[src/hdl/ooo_pkg.sv]
//////////////////////////////
// Out-of-order core types
// Shared widths, ALU opcodes and branch kinds
//////////////////////////////

package ooo_pkg;

    // Operand and result value
    typedef logic [31:0] word_t;

    // ROB entry number, also the CDB tag; 0 means no producer
    typedef logic [3:0] rob_tag_t;

    // Dispatch target station
    typedef logic [2:0] rs_sel_t;

    // ALU operation and branch kind
    typedef logic [2:0] alu_op_t;
    typedef logic [1:0] br_type_t;

    localparam alu_op_t ALU_ADD = 3'd0;
    localparam alu_op_t ALU_SUB = 3'd1;
    localparam alu_op_t ALU_AND = 3'd2;
    localparam alu_op_t ALU_OR  = 3'd3;
    localparam alu_op_t ALU_XOR = 3'd4;
    localparam alu_op_t ALU_SLL = 3'd5;
    localparam alu_op_t ALU_SRL = 3'd6;
    // Signed set-less-than
    localparam alu_op_t ALU_SLT = 3'd7;

    localparam br_type_t BR_NONE = 2'd0;
    localparam br_type_t BR_EQ   = 2'd1;
    localparam br_type_t BR_NE   = 2'd2;
    // Signed compare
    localparam br_type_t BR_LT   = 2'd3;

endpackage
[src/hdl/issue_execute_top.sv]
//////////////////////////////
// Issue and execute slice
// Stations, select and ALU on one CDB
//////////////////////////////

`timescale 1ns/1ps

module issue_execute_top import ooo_pkg::*; #(
    parameter int NUM_RS = 4
) (
    input  logic              clk,
    input  logic              reset,
    input  logic              mispredicted,
    input  logic              stall,
    input  rs_sel_t           rs_dest,
    input  alu_op_t           d_alu_op,
    input  br_type_t          d_branch_type,
    input  rob_tag_t          d_rob_entry,
    input  rob_tag_t          d_qj,
    input  rob_tag_t          d_qk,
    input  word_t             d_vj,
    input  word_t             d_vk,
    output logic [NUM_RS-1:0] busy_bus,
    output logic              cdb_valid,
    output rob_tag_t          cdb_rob_entry,
    output word_t             cdb_result,
    output logic              cdb_branch_taken
);
    logic [NUM_RS-1:0] ready_bus;
    logic [NUM_RS-1:0] consume;

    alu_op_t  rs_alu_op      [NUM_RS];
    br_type_t rs_branch_type [NUM_RS];
    rob_tag_t rs_rob_entry   [NUM_RS];
    word_t    rs_vj          [NUM_RS];
    word_t    rs_vk          [NUM_RS];

    logic     issue_valid;
    alu_op_t  issue_alu_op;
    br_type_t issue_branch_type;
    rob_tag_t issue_rob_entry;
    word_t    issue_vj;
    word_t    issue_vk;

    rs_bank #(.NUM_RS(NUM_RS)) u_bank (
        .clk           (clk),
        .reset         (reset),
        .mispredicted  (mispredicted),
        .stall         (stall),
        .rs_dest       (rs_dest),
        .d_alu_op      (d_alu_op),
        .d_branch_type (d_branch_type),
        .d_rob_entry   (d_rob_entry),
        .d_qj          (d_qj),
        .d_qk          (d_qk),
        .d_vj          (d_vj),
        .d_vk          (d_vk),
        .cdb_valid     (cdb_valid),
        .cdb_rob_entry (cdb_rob_entry),
        .cdb_result    (cdb_result),
        .consume       (consume),
        .busy_bus      (busy_bus),
        .ready_bus     (ready_bus),
        .alu_op        (rs_alu_op),
        .branch_type   (rs_branch_type),
        .rob_entry     (rs_rob_entry),
        .vj            (rs_vj),
        .vk            (rs_vk)
    );

    // Consume goes back to the bank in the issue cycle
    fu_select #(.NUM_RS(NUM_RS)) u_select (
        .ready_bus         (ready_bus),
        .alu_op            (rs_alu_op),
        .branch_type       (rs_branch_type),
        .rob_entry         (rs_rob_entry),
        .vj                (rs_vj),
        .vk                (rs_vk),
        .issue_valid       (issue_valid),
        .issue_alu_op      (issue_alu_op),
        .issue_branch_type (issue_branch_type),
        .issue_rob_entry   (issue_rob_entry),
        .issue_vj          (issue_vj),
        .issue_vk          (issue_vk),
        .consume           (consume)
    );

    int_alu u_alu (
        .clk               (clk),
        .reset             (reset),
        .mispredicted      (mispredicted),
        .issue_valid       (issue_valid),
        .issue_alu_op      (issue_alu_op),
        .issue_branch_type (issue_branch_type),
        .issue_rob_entry   (issue_rob_entry),
        .issue_vj          (issue_vj),
        .issue_vk          (issue_vk),
        .cdb_valid         (cdb_valid),
        .cdb_rob_entry     (cdb_rob_entry),
        .cdb_result        (cdb_result),
        .cdb_branch_taken  (cdb_branch_taken)
    );

endmodule

[src/hdl/int_alu.sv]
//////////////////////////////
// Integer ALU
// Single-cycle ops and branch compare,
// registered onto the CDB
//////////////////////////////

`timescale 1ns/1ps

module int_alu import ooo_pkg::*; (
    input  logic     clk,
    input  logic     reset,
    input  logic     mispredicted,
    input  logic     issue_valid,
    input  alu_op_t  issue_alu_op,
    input  br_type_t issue_branch_type,
    input  rob_tag_t issue_rob_entry,
    input  word_t    issue_vj,
    input  word_t    issue_vk,
    output logic     cdb_valid,
    output rob_tag_t cdb_rob_entry,
    output word_t    cdb_result,
    output logic     cdb_branch_taken
);
    logic [4:0] shamt;
    logic       lt_signed;
    word_t      result;
    logic       taken;

    assign shamt     = issue_vk[4:0];
    assign lt_signed = $signed(issue_vj) < $signed(issue_vk);

    always_comb begin
        result = issue_vj + issue_vk;
        taken  = 1'b0;
        if (issue_branch_type == BR_NONE) begin
            case (issue_alu_op)
                ALU_ADD: result = issue_vj + issue_vk;
                ALU_SUB: result = issue_vj - issue_vk;
                ALU_AND: result = issue_vj & issue_vk;
                ALU_OR:  result = issue_vj | issue_vk;
                ALU_XOR: result = issue_vj ^ issue_vk;
                ALU_SLL: result = issue_vj << shamt;
                ALU_SRL: result = issue_vj >> shamt;
                default: result = {{($bits(word_t) - 1){1'b0}}, lt_signed};
            endcase
        end else begin
            // Branch result word is the sum, only the outcome matters
            case (issue_branch_type)
                BR_EQ:   taken = (issue_vj == issue_vk);
                BR_NE:   taken = (issue_vj != issue_vk);
                default: taken = lt_signed;
            endcase
        end
    end

    always_ff @(posedge clk) begin
        if (reset || mispredicted) begin
            cdb_valid <= 1'b0;
        end else begin
            cdb_valid <= issue_valid;
        end
    end

    // CDB payload
    always_ff @(posedge clk) begin
        if (issue_valid) begin
            cdb_rob_entry    <= issue_rob_entry;
            cdb_result       <= result;
            cdb_branch_taken <= taken;
        end
    end

endmodule

[src/hdl/fu_select.sv]
//////////////////////////////
// Issue select
// Lowest ready station goes to the ALU
//////////////////////////////

`timescale 1ns/1ps

module fu_select import ooo_pkg::*; #(
    parameter int NUM_RS = 4
) (
    input  logic [NUM_RS-1:0] ready_bus,
    input  alu_op_t           alu_op      [NUM_RS],
    input  br_type_t          branch_type [NUM_RS],
    input  rob_tag_t          rob_entry   [NUM_RS],
    input  word_t             vj          [NUM_RS],
    input  word_t             vk          [NUM_RS],
    output logic              issue_valid,
    output alu_op_t           issue_alu_op,
    output br_type_t          issue_branch_type,
    output rob_tag_t          issue_rob_entry,
    output word_t             issue_vj,
    output word_t             issue_vk,
    output logic [NUM_RS-1:0] consume
);

    always_comb begin
        issue_valid       = 1'b0;
        issue_alu_op      = ALU_ADD;
        issue_branch_type = BR_NONE;
        issue_rob_entry   = '0;
        issue_vj          = '0;
        issue_vk          = '0;
        consume           = '0;
        // Walk from the top down so the lowest ready index wins
        for (int i = NUM_RS - 1; i >= 0; i--) begin
            if (ready_bus[i]) begin
                issue_valid       = 1'b1;
                issue_alu_op      = alu_op[i];
                issue_branch_type = branch_type[i];
                issue_rob_entry   = rob_entry[i];
                issue_vj          = vj[i];
                issue_vk          = vk[i];
                consume           = '0;
                consume[i]        = 1'b1;
            end
        end
    end

endmodule

[src/hdl/rs_bank.sv]
//////////////////////////////
// Reservation station bank
// NUM_RS entries with dispatch decode
//////////////////////////////

`timescale 1ns/1ps

module rs_bank import ooo_pkg::*; #(
    parameter int NUM_RS = 4
) (
    input  logic              clk,
    input  logic              reset,
    input  logic              mispredicted,
    input  logic              stall,
    input  rs_sel_t           rs_dest,
    input  alu_op_t           d_alu_op,
    input  br_type_t          d_branch_type,
    input  rob_tag_t          d_rob_entry,
    input  rob_tag_t          d_qj,
    input  rob_tag_t          d_qk,
    input  word_t             d_vj,
    input  word_t             d_vk,
    input  logic              cdb_valid,
    input  rob_tag_t          cdb_rob_entry,
    input  word_t             cdb_result,
    input  logic [NUM_RS-1:0] consume,
    output logic [NUM_RS-1:0] busy_bus,
    output logic [NUM_RS-1:0] ready_bus,
    output alu_op_t           alu_op      [NUM_RS],
    output br_type_t          branch_type [NUM_RS],
    output rob_tag_t          rob_entry   [NUM_RS],
    output word_t             vj          [NUM_RS],
    output word_t             vk          [NUM_RS]
);
    logic [NUM_RS-1:0] wr_en;

    for (genvar i = 0; i < NUM_RS; i++) begin : g_rs
        // One-hot write select; targets past the last station write nothing
        assign wr_en[i] = !stall && (rs_dest == rs_sel_t'(i));

        rs_entry u_entry (
            .clk           (clk),
            .reset         (reset),
            .flush         (mispredicted),
            .consume       (consume[i]),
            .wr_en         (wr_en[i]),
            .d_alu_op      (d_alu_op),
            .d_branch_type (d_branch_type),
            .d_rob_entry   (d_rob_entry),
            .d_qj          (d_qj),
            .d_qk          (d_qk),
            .d_vj          (d_vj),
            .d_vk          (d_vk),
            .cdb_valid     (cdb_valid),
            .cdb_rob_entry (cdb_rob_entry),
            .cdb_result    (cdb_result),
            .busy          (busy_bus[i]),
            .ready         (ready_bus[i]),
            .alu_op        (alu_op[i]),
            .branch_type   (branch_type[i]),
            .rob_entry     (rob_entry[i]),
            .vj            (vj[i]),
            .vk            (vk[i])
        );
    end

endmodule

[src/hdl/rs_entry.sv]
//////////////////////////////
// Reservation station entry
// Holds one instruction, snoops the CDB
// for missing operands, flags ready
//////////////////////////////

`timescale 1ns/1ps

module rs_entry import ooo_pkg::*; (
    input  logic     clk,
    input  logic     reset,
    input  logic     flush,
    input  logic     consume,
    input  logic     wr_en,
    input  alu_op_t  d_alu_op,
    input  br_type_t d_branch_type,
    input  rob_tag_t d_rob_entry,
    input  rob_tag_t d_qj,
    input  rob_tag_t d_qk,
    input  word_t    d_vj,
    input  word_t    d_vk,
    input  logic     cdb_valid,
    input  rob_tag_t cdb_rob_entry,
    input  word_t    cdb_result,
    output logic     busy,
    output logic     ready,
    output alu_op_t  alu_op,
    output br_type_t branch_type,
    output rob_tag_t rob_entry,
    output word_t    vj,
    output word_t    vk
);
    rob_tag_t qj;
    rob_tag_t qk;

    logic hit_j;
    logic hit_k;
    logic d_hit_j;
    logic d_hit_k;

    // Broadcast matches a held waiting tag
    assign hit_j = cdb_valid && (qj != '0) && (qj == cdb_rob_entry);
    assign hit_k = cdb_valid && (qk != '0) && (qk == cdb_rob_entry);

    // Broadcast matches a tag being written this edge
    assign d_hit_j = cdb_valid && (d_qj != '0) && (d_qj == cdb_rob_entry);
    assign d_hit_k = cdb_valid && (d_qk != '0) && (d_qk == cdb_rob_entry);

    always_ff @(posedge clk) begin
        if (reset || flush || consume) begin
            busy      <= 1'b0;
            qj        <= '0;
            qk        <= '0;
            rob_entry <= '0;
        end else if (wr_en) begin
            busy        <= 1'b1;
            rob_entry   <= d_rob_entry;
            alu_op      <= d_alu_op;
            branch_type <= d_branch_type;
            // Forward a same-edge broadcast so the wakeup is not lost
            qj <= d_hit_j ? rob_tag_t'(0) : d_qj;
            vj <= d_hit_j ? cdb_result : d_vj;
            qk <= d_hit_k ? rob_tag_t'(0) : d_qk;
            vk <= d_hit_k ? cdb_result : d_vk;
        end else begin
            if (hit_j) begin
                qj <= '0;
                vj <= cdb_result;
            end
            if (hit_k) begin
                qk <= '0;
                vk <= cdb_result;
            end
        end
    end

    // Both operands in hand and a real ROB slot
    assign ready = busy && (qj == '0) && (qk == '0) && (rob_entry != '0);

endmodule

[config.mk]
export PLATFORM = sky130hd
export DESIGN_NAME = issue_execute_top
export DESIGN_NICKNAME = d
export VERILOG_FILES = /design/src/hdl/ooo_pkg.sv /design/src/hdl/issue_execute_top.sv /design/src/hdl/int_alu.sv /design/src/hdl/fu_select.sv /design/src/hdl/rs_bank.sv /design/src/hdl/rs_entry.sv
export SDC_FILE = /design/constraint.sdc
export NUM_CORES = 1
export LEC_CHECK = 0
export ABC_AREA = 1
export ABC_CLOCK_PERIOD_IN_PS = 5450
export BUFFER_PORTS_ARGS = -buffer_cell sky130_fd_sc_hd__buf_2
export CAP_MARGIN = 25
export CORE_UTILIZATION = 25
export CTS_CLUSTER_SIZE = 16
export DETAILED_ROUTE_END_ITERATION = 12
export PLACE_DENSITY = 0.43
export SLEW_MARGIN = 20
export SYNTH_ARGS = -nofsm -noshare
export SYNTH_HDL_FRONTEND = slang
export SYNTH_HIERARCHICAL = 1
export SYNTH_SLANG_ARGS = --single-unit
[constraint.sdc]
create_clock -name clk -period 5.45 [get_ports clk]
set_input_delay 1.09 -clock clk [delete_from_list [all_inputs] [get_ports clk]]
set_output_delay 1.09 -clock clk [all_outputs]
set_load 0.05 [all_outputs]
# Yosys cells after proc, flatten, opt, wreduce, memory -nomap -nowiden
# Cells that the tools add are included.
totals:
  register_bits: 366
  elab_cells: 225
classes:
  addsub: 2
  order_cmp: 1
  eq_ne: 23
  shifts: 2
  muxes: 67
  n_bitwise: 7
  n_reduce_logical: 87
ops:
  columns: ["cell", "count"]
  rows:
  - ["$mux W32", 27]
  - ["$pmux W32 S7", 1]
  - ["$mux W4", 26]
  - ["$reduce_bool A4 Y1", 14]
  - ["$eq A4 B4 Y1", 10]
  - ["$logic_and A1 B1 Y1", 36]
  - ["$add A32 B32 Y32", 1]
  - ["$and A32 B32 Y32", 1]
  - ["$eq A32 B32 Y1", 1]
  - ["$logic_not A4 Y1", 8]
  - ["$lt A32 B32 Y1", 1]
  - ["$ne A32 B32 Y1", 1]
  - ["$or A32 B32 Y32", 1]
  - ["$shl A32 B5 Y32", 1]
  - ["$shr A32 B5 Y32", 1]
  - ["$sub A32 B32 Y32", 1]
  - ["$xor A32 B32 Y32", 1]
  - ["$reduce_and A2 Y1", 12]
  - ["$reduce_bool A2 Y1", 8]
  - ["$eq A3 B2 Y1 const B", 4]
  - ["$mux W3", 4]
  - ["$eq A3 B3 Y1 const B", 3]
  - ["$mux W2", 4]
  - ["$eq A3 B1 Y1 const B", 2]
  - ["other kinds (9)", 20]

# Logic depth before layout (Yosys ltp)
depth:
  ltp_word: 11
  ltp_mapped: 29
  mapped_depth_nobuf: 25

# Cells and area by module
# The synthesis kept the hierarchy.
by_module_without_submodules:
  columns: ["mod", "instances", "cells_per_inst", "area_per_inst_um2", "seq_area_each_um2"]
  rows:
  - ["rs_entry", 4, 437, 3903.7, 2332.2]
  - ["int_alu", 1, 2151, 11373.4, 1131.1]
  - ["fu_select", 1, 651, 2762.6, 0.0]
  - ["rs_bank", 1, 13, 51.3, 0.0]

# Least setup slack after synthesis
# OpenSTA, ideal clock, no wires.
synth_timing:
  path_kind: "register to register"
  startpoint: "register u_bank.g_rs[0].u_entry.busy"
  endpoint: "register u_bank.g_rs[1].u_entry.vj[0], enable pin"
  t_arrival_ns: 3.953
  slack_ns: 1.065
  stages_incl_launch_ff: 10
  path_buffers: 4
  cell_sequence: "dfxtp_1 > inv_1 > nor4_1 > buf_2 > buf_2 > nor2_1 > or3_1 > clkbuf_1 > clkbuf_1 > a21oi_1"
synth_between:
  elab_chain_len: 7
synth_lines:
  columns: ["element", "line_no", "text"]
  rows:
  - ["start, declared", "rs_entry.sv:25", "output logic busy,"]
  - ["start signal, assigned", "rs_entry.sv:51", "busy <= 1'b0;"]
  - ["start signal, assigned", "rs_entry.sv:56", "busy <= 1'b1;"]
  - ["$logic_and A1 B1 Y1 (3 in a row)", "rs_entry.sv:78", "assign ready = busy && (qj == '0) && (qk == '0) && (rob_entry != '0);"]
  - ["via ready_bus[0]", "issue_execute_top.sv:29", "logic [NUM_RS-1:0] ready_bus;"]
  - ["$mux W4", "fu_select.sv:36", "if (ready_bus[i]) begin"]
  - ["via consume[1]", "issue_execute_top.sv:30", "logic [NUM_RS-1:0] consume;"]
  - ["$logic_or A1 B1 Y1", "rs_entry.sv:50", "if (reset || flush || consume) begin"]
  - ["$not A1 Y1 (no line)", null, null]
  - ["$reduce_and A2 Y1 (no line)", null, null]
  - ["end signal, assigned", "rs_entry.sv:62", "vj <= d_hit_j ? cdb_result : d_vj;"]
  - ["end signal, assigned", "rs_entry.sv:68", "vj <= cdb_result;"]
  - ["end, declared", "rs_entry.sv:30", "output word_t vj,"]
# The timed path passes the listed nets, and every way through them passes these cells.
# A chain may end at the register's enable or synchronous reset.

# Final worst setup path
layout_timing:
  startpoint: "register u_bank.g_rs[2].u_entry.rob_entry[3]"
  endpoint: "register u_alu.cdb_branch_taken (data pin)"
layout_between:
  elab_chain_len: 7
layout_lines:
  columns: ["element", "line_no", "text"]
  rows:
  - ["start, declared", "rs_entry.sv:29", "output rob_tag_t rob_entry,"]
  - ["start signal, assigned", "rs_entry.sv:57", "rob_entry <= d_rob_entry;"]
  - ["$reduce_bool A4 Y1 (*)", "rs_entry.sv:78", null]
  - ["$logic_and A1 B1 Y1 (*)", "rs_entry.sv:78", null]
  - ["via ready_bus[2]", "issue_execute_top.sv:29", null]
  - ["$mux W32 (*) (3 in a row)", "fu_select.sv:36", null]
  - ["via issue_vk[17]", "issue_execute_top.sv:43", "word_t issue_vk;"]
  - ["$lt A32 B32 Y1 (tied with other cells)", "int_alu.sv:30", "assign lt_signed = $signed(issue_vj) < $signed(issue_vk);"]
  - ["$pmux W1 S2 (*)", "int_alu.sv:48", "case (issue_branch_type)"]
  - ["end signal, assigned", "int_alu.sv:69", "cdb_branch_taken <= taken;"]
  - ["end, declared", "int_alu.sv:22", "output logic cdb_branch_taken"]
# Mark *: on every way through the listed nets, which the timed path passes. The rest lies on a longest branch.

==> impl_summary.md <==
Power
The internal portion of the total power is 4900 uW. The total net switching power is 1690 uW. Of the total power, the clock network draws 47.6%.

Sequential cells account for 46.3% of the total power. In this run the power density over the cells is 196 mW/mm2. The peak supply drop is 0.220 mV. Summed over all cells, the static leakage comes to 0.0154 uW. Combinational logic is responsible for 6.1% of the overall power.

The total power draw is 6590 uW. The switching power as a share of total power is 25.6%.

Global route
The initial antenna violation count is 13. Summed over all layers, the global routing overflow is 0. The maximum number of pins on one net before global-route repair is 79. The first global-routing pass estimated 215000 um of wire. The via count of the first global-routing pass was 29767. Global routing consumed, over all layers together, 24.2% of the routing resources.

Timing
The maximum achievable frequency is 200 MHz. The max-slew violation count is 0. Setup repair after global routing left no endpoint under its margin.

The shortest clock period the worst path allows after layout is 5000 ps. The worst setup slack after layout is 449 ps. The final count of hold timing violations was 0. For the pin with the worst max-slew slack, the measured transition is 1020 ps. The part of the cycle the worst path needs is 91.8%. Clock skew on the completed layout was measured at 34.3 ps. In the final timing run, aggregate negative setup slack is 0 ps. Setup violations remaining at the end of the flow were counted as 0.

The tightest slew margin relative to the limit is 32.1%.

Min path
Along the worst hold path, the cell count comes to 2. The min-delay analysis places its worst path in the category reg2reg.

CTS
The cell sitting at the root of the clock tree is a sky130_fd_sc_hd__clkbuf_16. Buffers added to address setup during post-CTS repair amount to 0. The total of hold buffers inserted after clock tree synthesis is 0. The number of buffers created by CTS is 46.

The H-tree was split into 2 levels. In this run the deepest clock path goes through 3 buffers. TritonCTS built the clock tree. Post-CTS repair changed the size of 0 cells.

The source-to-sink clock delay at the later pin of the worst-skew pair is 630 ps. Clock-pin slew was measured on the worst setup and hold paths at 60 ps. The clock net in this run drives a total of 366 sinks.

Detailed routing
In the routed layout, each cell is associated on average with a via count of 5.03. The remaining routing DRC violations is 0. The total vias in the final route is 31115. After detailed routing, the met2 layer carries 67700 um of wire.

For this block, wires on met1 add up to 66500 um. The detailed-routed wire length on met3 is 8230 um. The pre-antenna-repair detailed-routing pass consisted of 6 iterations. Dividing the detail-routed wire length by the instance count gives 24.0 um. The first routing iteration left 3086 violations. The antenna violation net count after detailed routing is 0. The aggregate routed wire length is 149000 um. The highest metal layer carrying signal wires in the routed design is met5.

Finish
The fraction of final layout cells with drive strength greater than 1 is 9.14%. For this run, the share of the core covered by cells in the final layout is 28.5%. From synthesis to final layout, the design area changed by 13.0%. With fillers left out, the area of the finished cells amounts to 0.0337 mm2.

The number of inserted filler cells in the final layout is 13192. The footprint of the flip-flops and latches is 0.0105 mm2. The number of nets at the end of the flow is 4812. The total area of multi-input combinational cells is 0.0165 mm2.

Synth
For this run, asynchronously set or reset flops after synthesis account for 0%. The unique cell type count in the Yosys netlist is 50. The share of synthesized area in the top cell type comes to 31.5%.

The number of synthesized flops with an enable pin is 313. The net count of the mapped netlist is 4762. Averaged over all synthesized cells, the footprint is 6.53 um2. After technology mapping, the gate count stands at 4563. In the synthesized netlist the dominant register cell turns out to be sky130_fd_sc_hd__edfxtp_1. By instance count, the leading cell after synthesis is sky130_fd_sc_hd__nand2_1. The share of the yosys chip area belonging to registers is 35.1%.

Counting flops and latches in the post-synthesis netlist gives 366. The post-synthesis instance area is 0.0298 mm2. Of all cell types, the one taking the most synthesized area is sky130_fd_sc_hd__edfxtp_1. By area the synthesized netlist is led by sky130_fd_sc_hd__edfxtp_1, sky130_fd_sc_hd__nand2_1, sky130_fd_sc_hd__nand3_1. Yosys printed 6 warnings.

The commonest cells after synthesis are sky130_fd_sc_hd__nand2_1, sky130_fd_sc_hd__nand3_1, sky130_fd_sc_hd__inv_1, sky130_fd_sc_hd__nor2_1, sky130_fd_sc_hd__edfxtp_1.

Placed design
The placer congestion estimate is 0.973. In this run the cell area measured after placement is 0.0322 mm2. The setup slack after placement is 625 ps.

The number of buffer cells added on primary ports is 129. The HPWL after detailed placement is 107000 um.

Critical path
The most numerous cell on the critical path is sky130_fd_sc_hd__nand2_1. The required time of the critical path is 5850 ps. STA classifies the critical path endpoint as a flip-flop. Traced cell by cell, the critical path runs through nor4_1 > nor4_2 > buf_4 > inv_2 > buf_4 > nand3_1 > nand2_1 > nand2_1 > nand2_1 > inv_1 > ha_1 > inv_1 > a21oi_1 > o21ai_0 > nand2_1 > nand2_1 > a21oi_1 > nand3_1 > nand2_1 > nand2_1 > a21oi_1. On the worst path, the slowest cell contributes a delay of 520 ps. The depth of the worst register-to-register path is 21. The worst setup slack for register-to-register paths is 450 ps. STA classifies the critical path startpoint as a flip-flop. The arrival time of data at the critical path endpoint is 5400 ps. The critical path class is reg2reg. The largest fanout of any net on the critical path is 22. The cell with the largest stage delay on the worst path is sky130_fd_sc_hd__ha_1.

Die
The die covers 0.121 mm2. The die is 347 um wide. The effective utilization at floorplan is 25.2%.

In this run the vertical extent of the chip is 347 um. In this run the count of I/O pins placed on the die edge is 130. The number of core rows is 126. The floorplan step defined a core boundary enclosing 0.118 mm2.

Flow run
Across the run, the number of max-cap violations was 0.

Outcome
The flow ran to the end, and the final reports show no timing, DRC or antenna violations.
## power groups by stage
| stage | Sequential [uW] | Clock (uW) | Combinational [uW] |
|---|---|---|---|
| 2_1_floorplan | 3110 | 0 | 215 |
| 3_3_place_gp | 3110 | 0 | 400 |
| 3_5_place_dp | 3110 | 0 | 402 |
| 4_1_cts | 3050 | 3210 | 404 |
| 5_1_grt | 3050 | 3300 | 445 |
| 6_report | 3050 | 3140 | 404 |
## final cells by class
| class | count | share of cell area [%] |
|---|---|---|
| Clock buffer | 55 | 3.52 |
| Timing Repair Buffer | 255 | 5.14 |
| Multi-Input combinational cell | 3526 | 49.0 |
| Clock inverter | 30 | 0.933 |
| Tap cell | 1536 | 5.71 |
| Sequential cell | 366 | 31.1 |
| Antenna cell | 1 | 0.00743 |
| Inverter | 418 | 4.66 |
## per-stage QoR
step | hold WS, ps | instances
after floorplan | 454 | 4563
after global placement | 466 | 6101
after detailed placement | 469 | 6101
after CTS | 484 | 6186
after global routing | 501 | 6186
final | 479 | 6187
## final timing paths
path | from | end
hold reg to reg | u_bank/g_rs[0].u_entry/rob_entry[0] | u_bank/g_rs[0].u_entry/rob_entry[0]
setup reg to reg | u_bank/g_rs[2].u_entry/rob_entry[3] | u_alu/cdb_branch_taken
setup / recovery | u_bank/g_rs[2].u_entry/rob_entry[3] | u_alu/cdb_branch_taken
hold / removal | u_bank/g_rs[0].u_entry/rob_entry[0] | u_bank/g_rs[0].u_entry/rob_entry[0]
## cell usage in the layout (no fill, tap or decap), drive strengths merged
cell type and instances:
nand2 1775, nand3 832, inv 416, nor2 389, edfxtp 313, buf 255
a21oi 208, ha 109, clkbuf 55, dfxtp 53, o21ai 53, o211ai 33
clkinv 24, nor3 20, o22ai 18, nand4 18, and2 13, xor2 10
nor4 9, o21bai 8, o221ai 5, bufinv 4, clkinvlp 4, or3 4
o21a 3, a31oi 3, or2 3, and3 2, a211oi 2, mux2i 2
o2111ai 2, fa 2, diode 1, nand3b 1, a32oi 1, nor3b 1
## state kept, by name (all words and copies together), names as in the netlist
| name | count |
|---|---|
| u_alu/cdb_branch_taken | 1 |
| u_bank/g_rs.u_entry/vk | 128 |
| u_bank/g_rs.u_entry/vj | 128 |
| u_bank/g_rs.u_entry/busy | 4 |
| u_bank/g_rs.u_entry/qk | 16 |
| u_bank/g_rs.u_entry/branch_type | 8 |
| u_alu/cdb_valid | 1 |
| u_alu/cdb_result | 32 |
| u_bank/g_rs.u_entry/rob_entry | 16 |
| u_bank/g_rs.u_entry/alu_op | 12 |
| u_alu/cdb_rob_entry | 4 |
| u_bank/g_rs.u_entry/qj | 16 |
## routing by layer
layer | vias up | global-route usage, %
met5 | - | 0
met3 | 197 | 2.81
met2 | 1089 | 39.1
met1 | 14896 | 32.7
met4 | 18 | 9.44
li1 | 14915 | -
## cells by family after synthesis
logic type	count (synthesis)	synth area share, %
buffers and inverters	671	10.1
adder cells (fa/ha/maj)	111	4.71
AND/OR/NAND/NOR	3067	43.5
flip-flops	366	35.1
XOR/XNOR	10	0.294
AO/OA/AOI/OAI	336	6.24
multiplexers	2	0.0672
## critical path, delay by kind of cell, from the launching register on
kind                     cells  cell delay [ps]
flip-flops                   1              320
buffers and inverters        5             1190
adder cells (fa/ha/maj)      1              520
AO/OA/AOI/OAI                4              960
AND/OR/NAND/NOR             11             1750
Power figures use the tool's default switching activity.
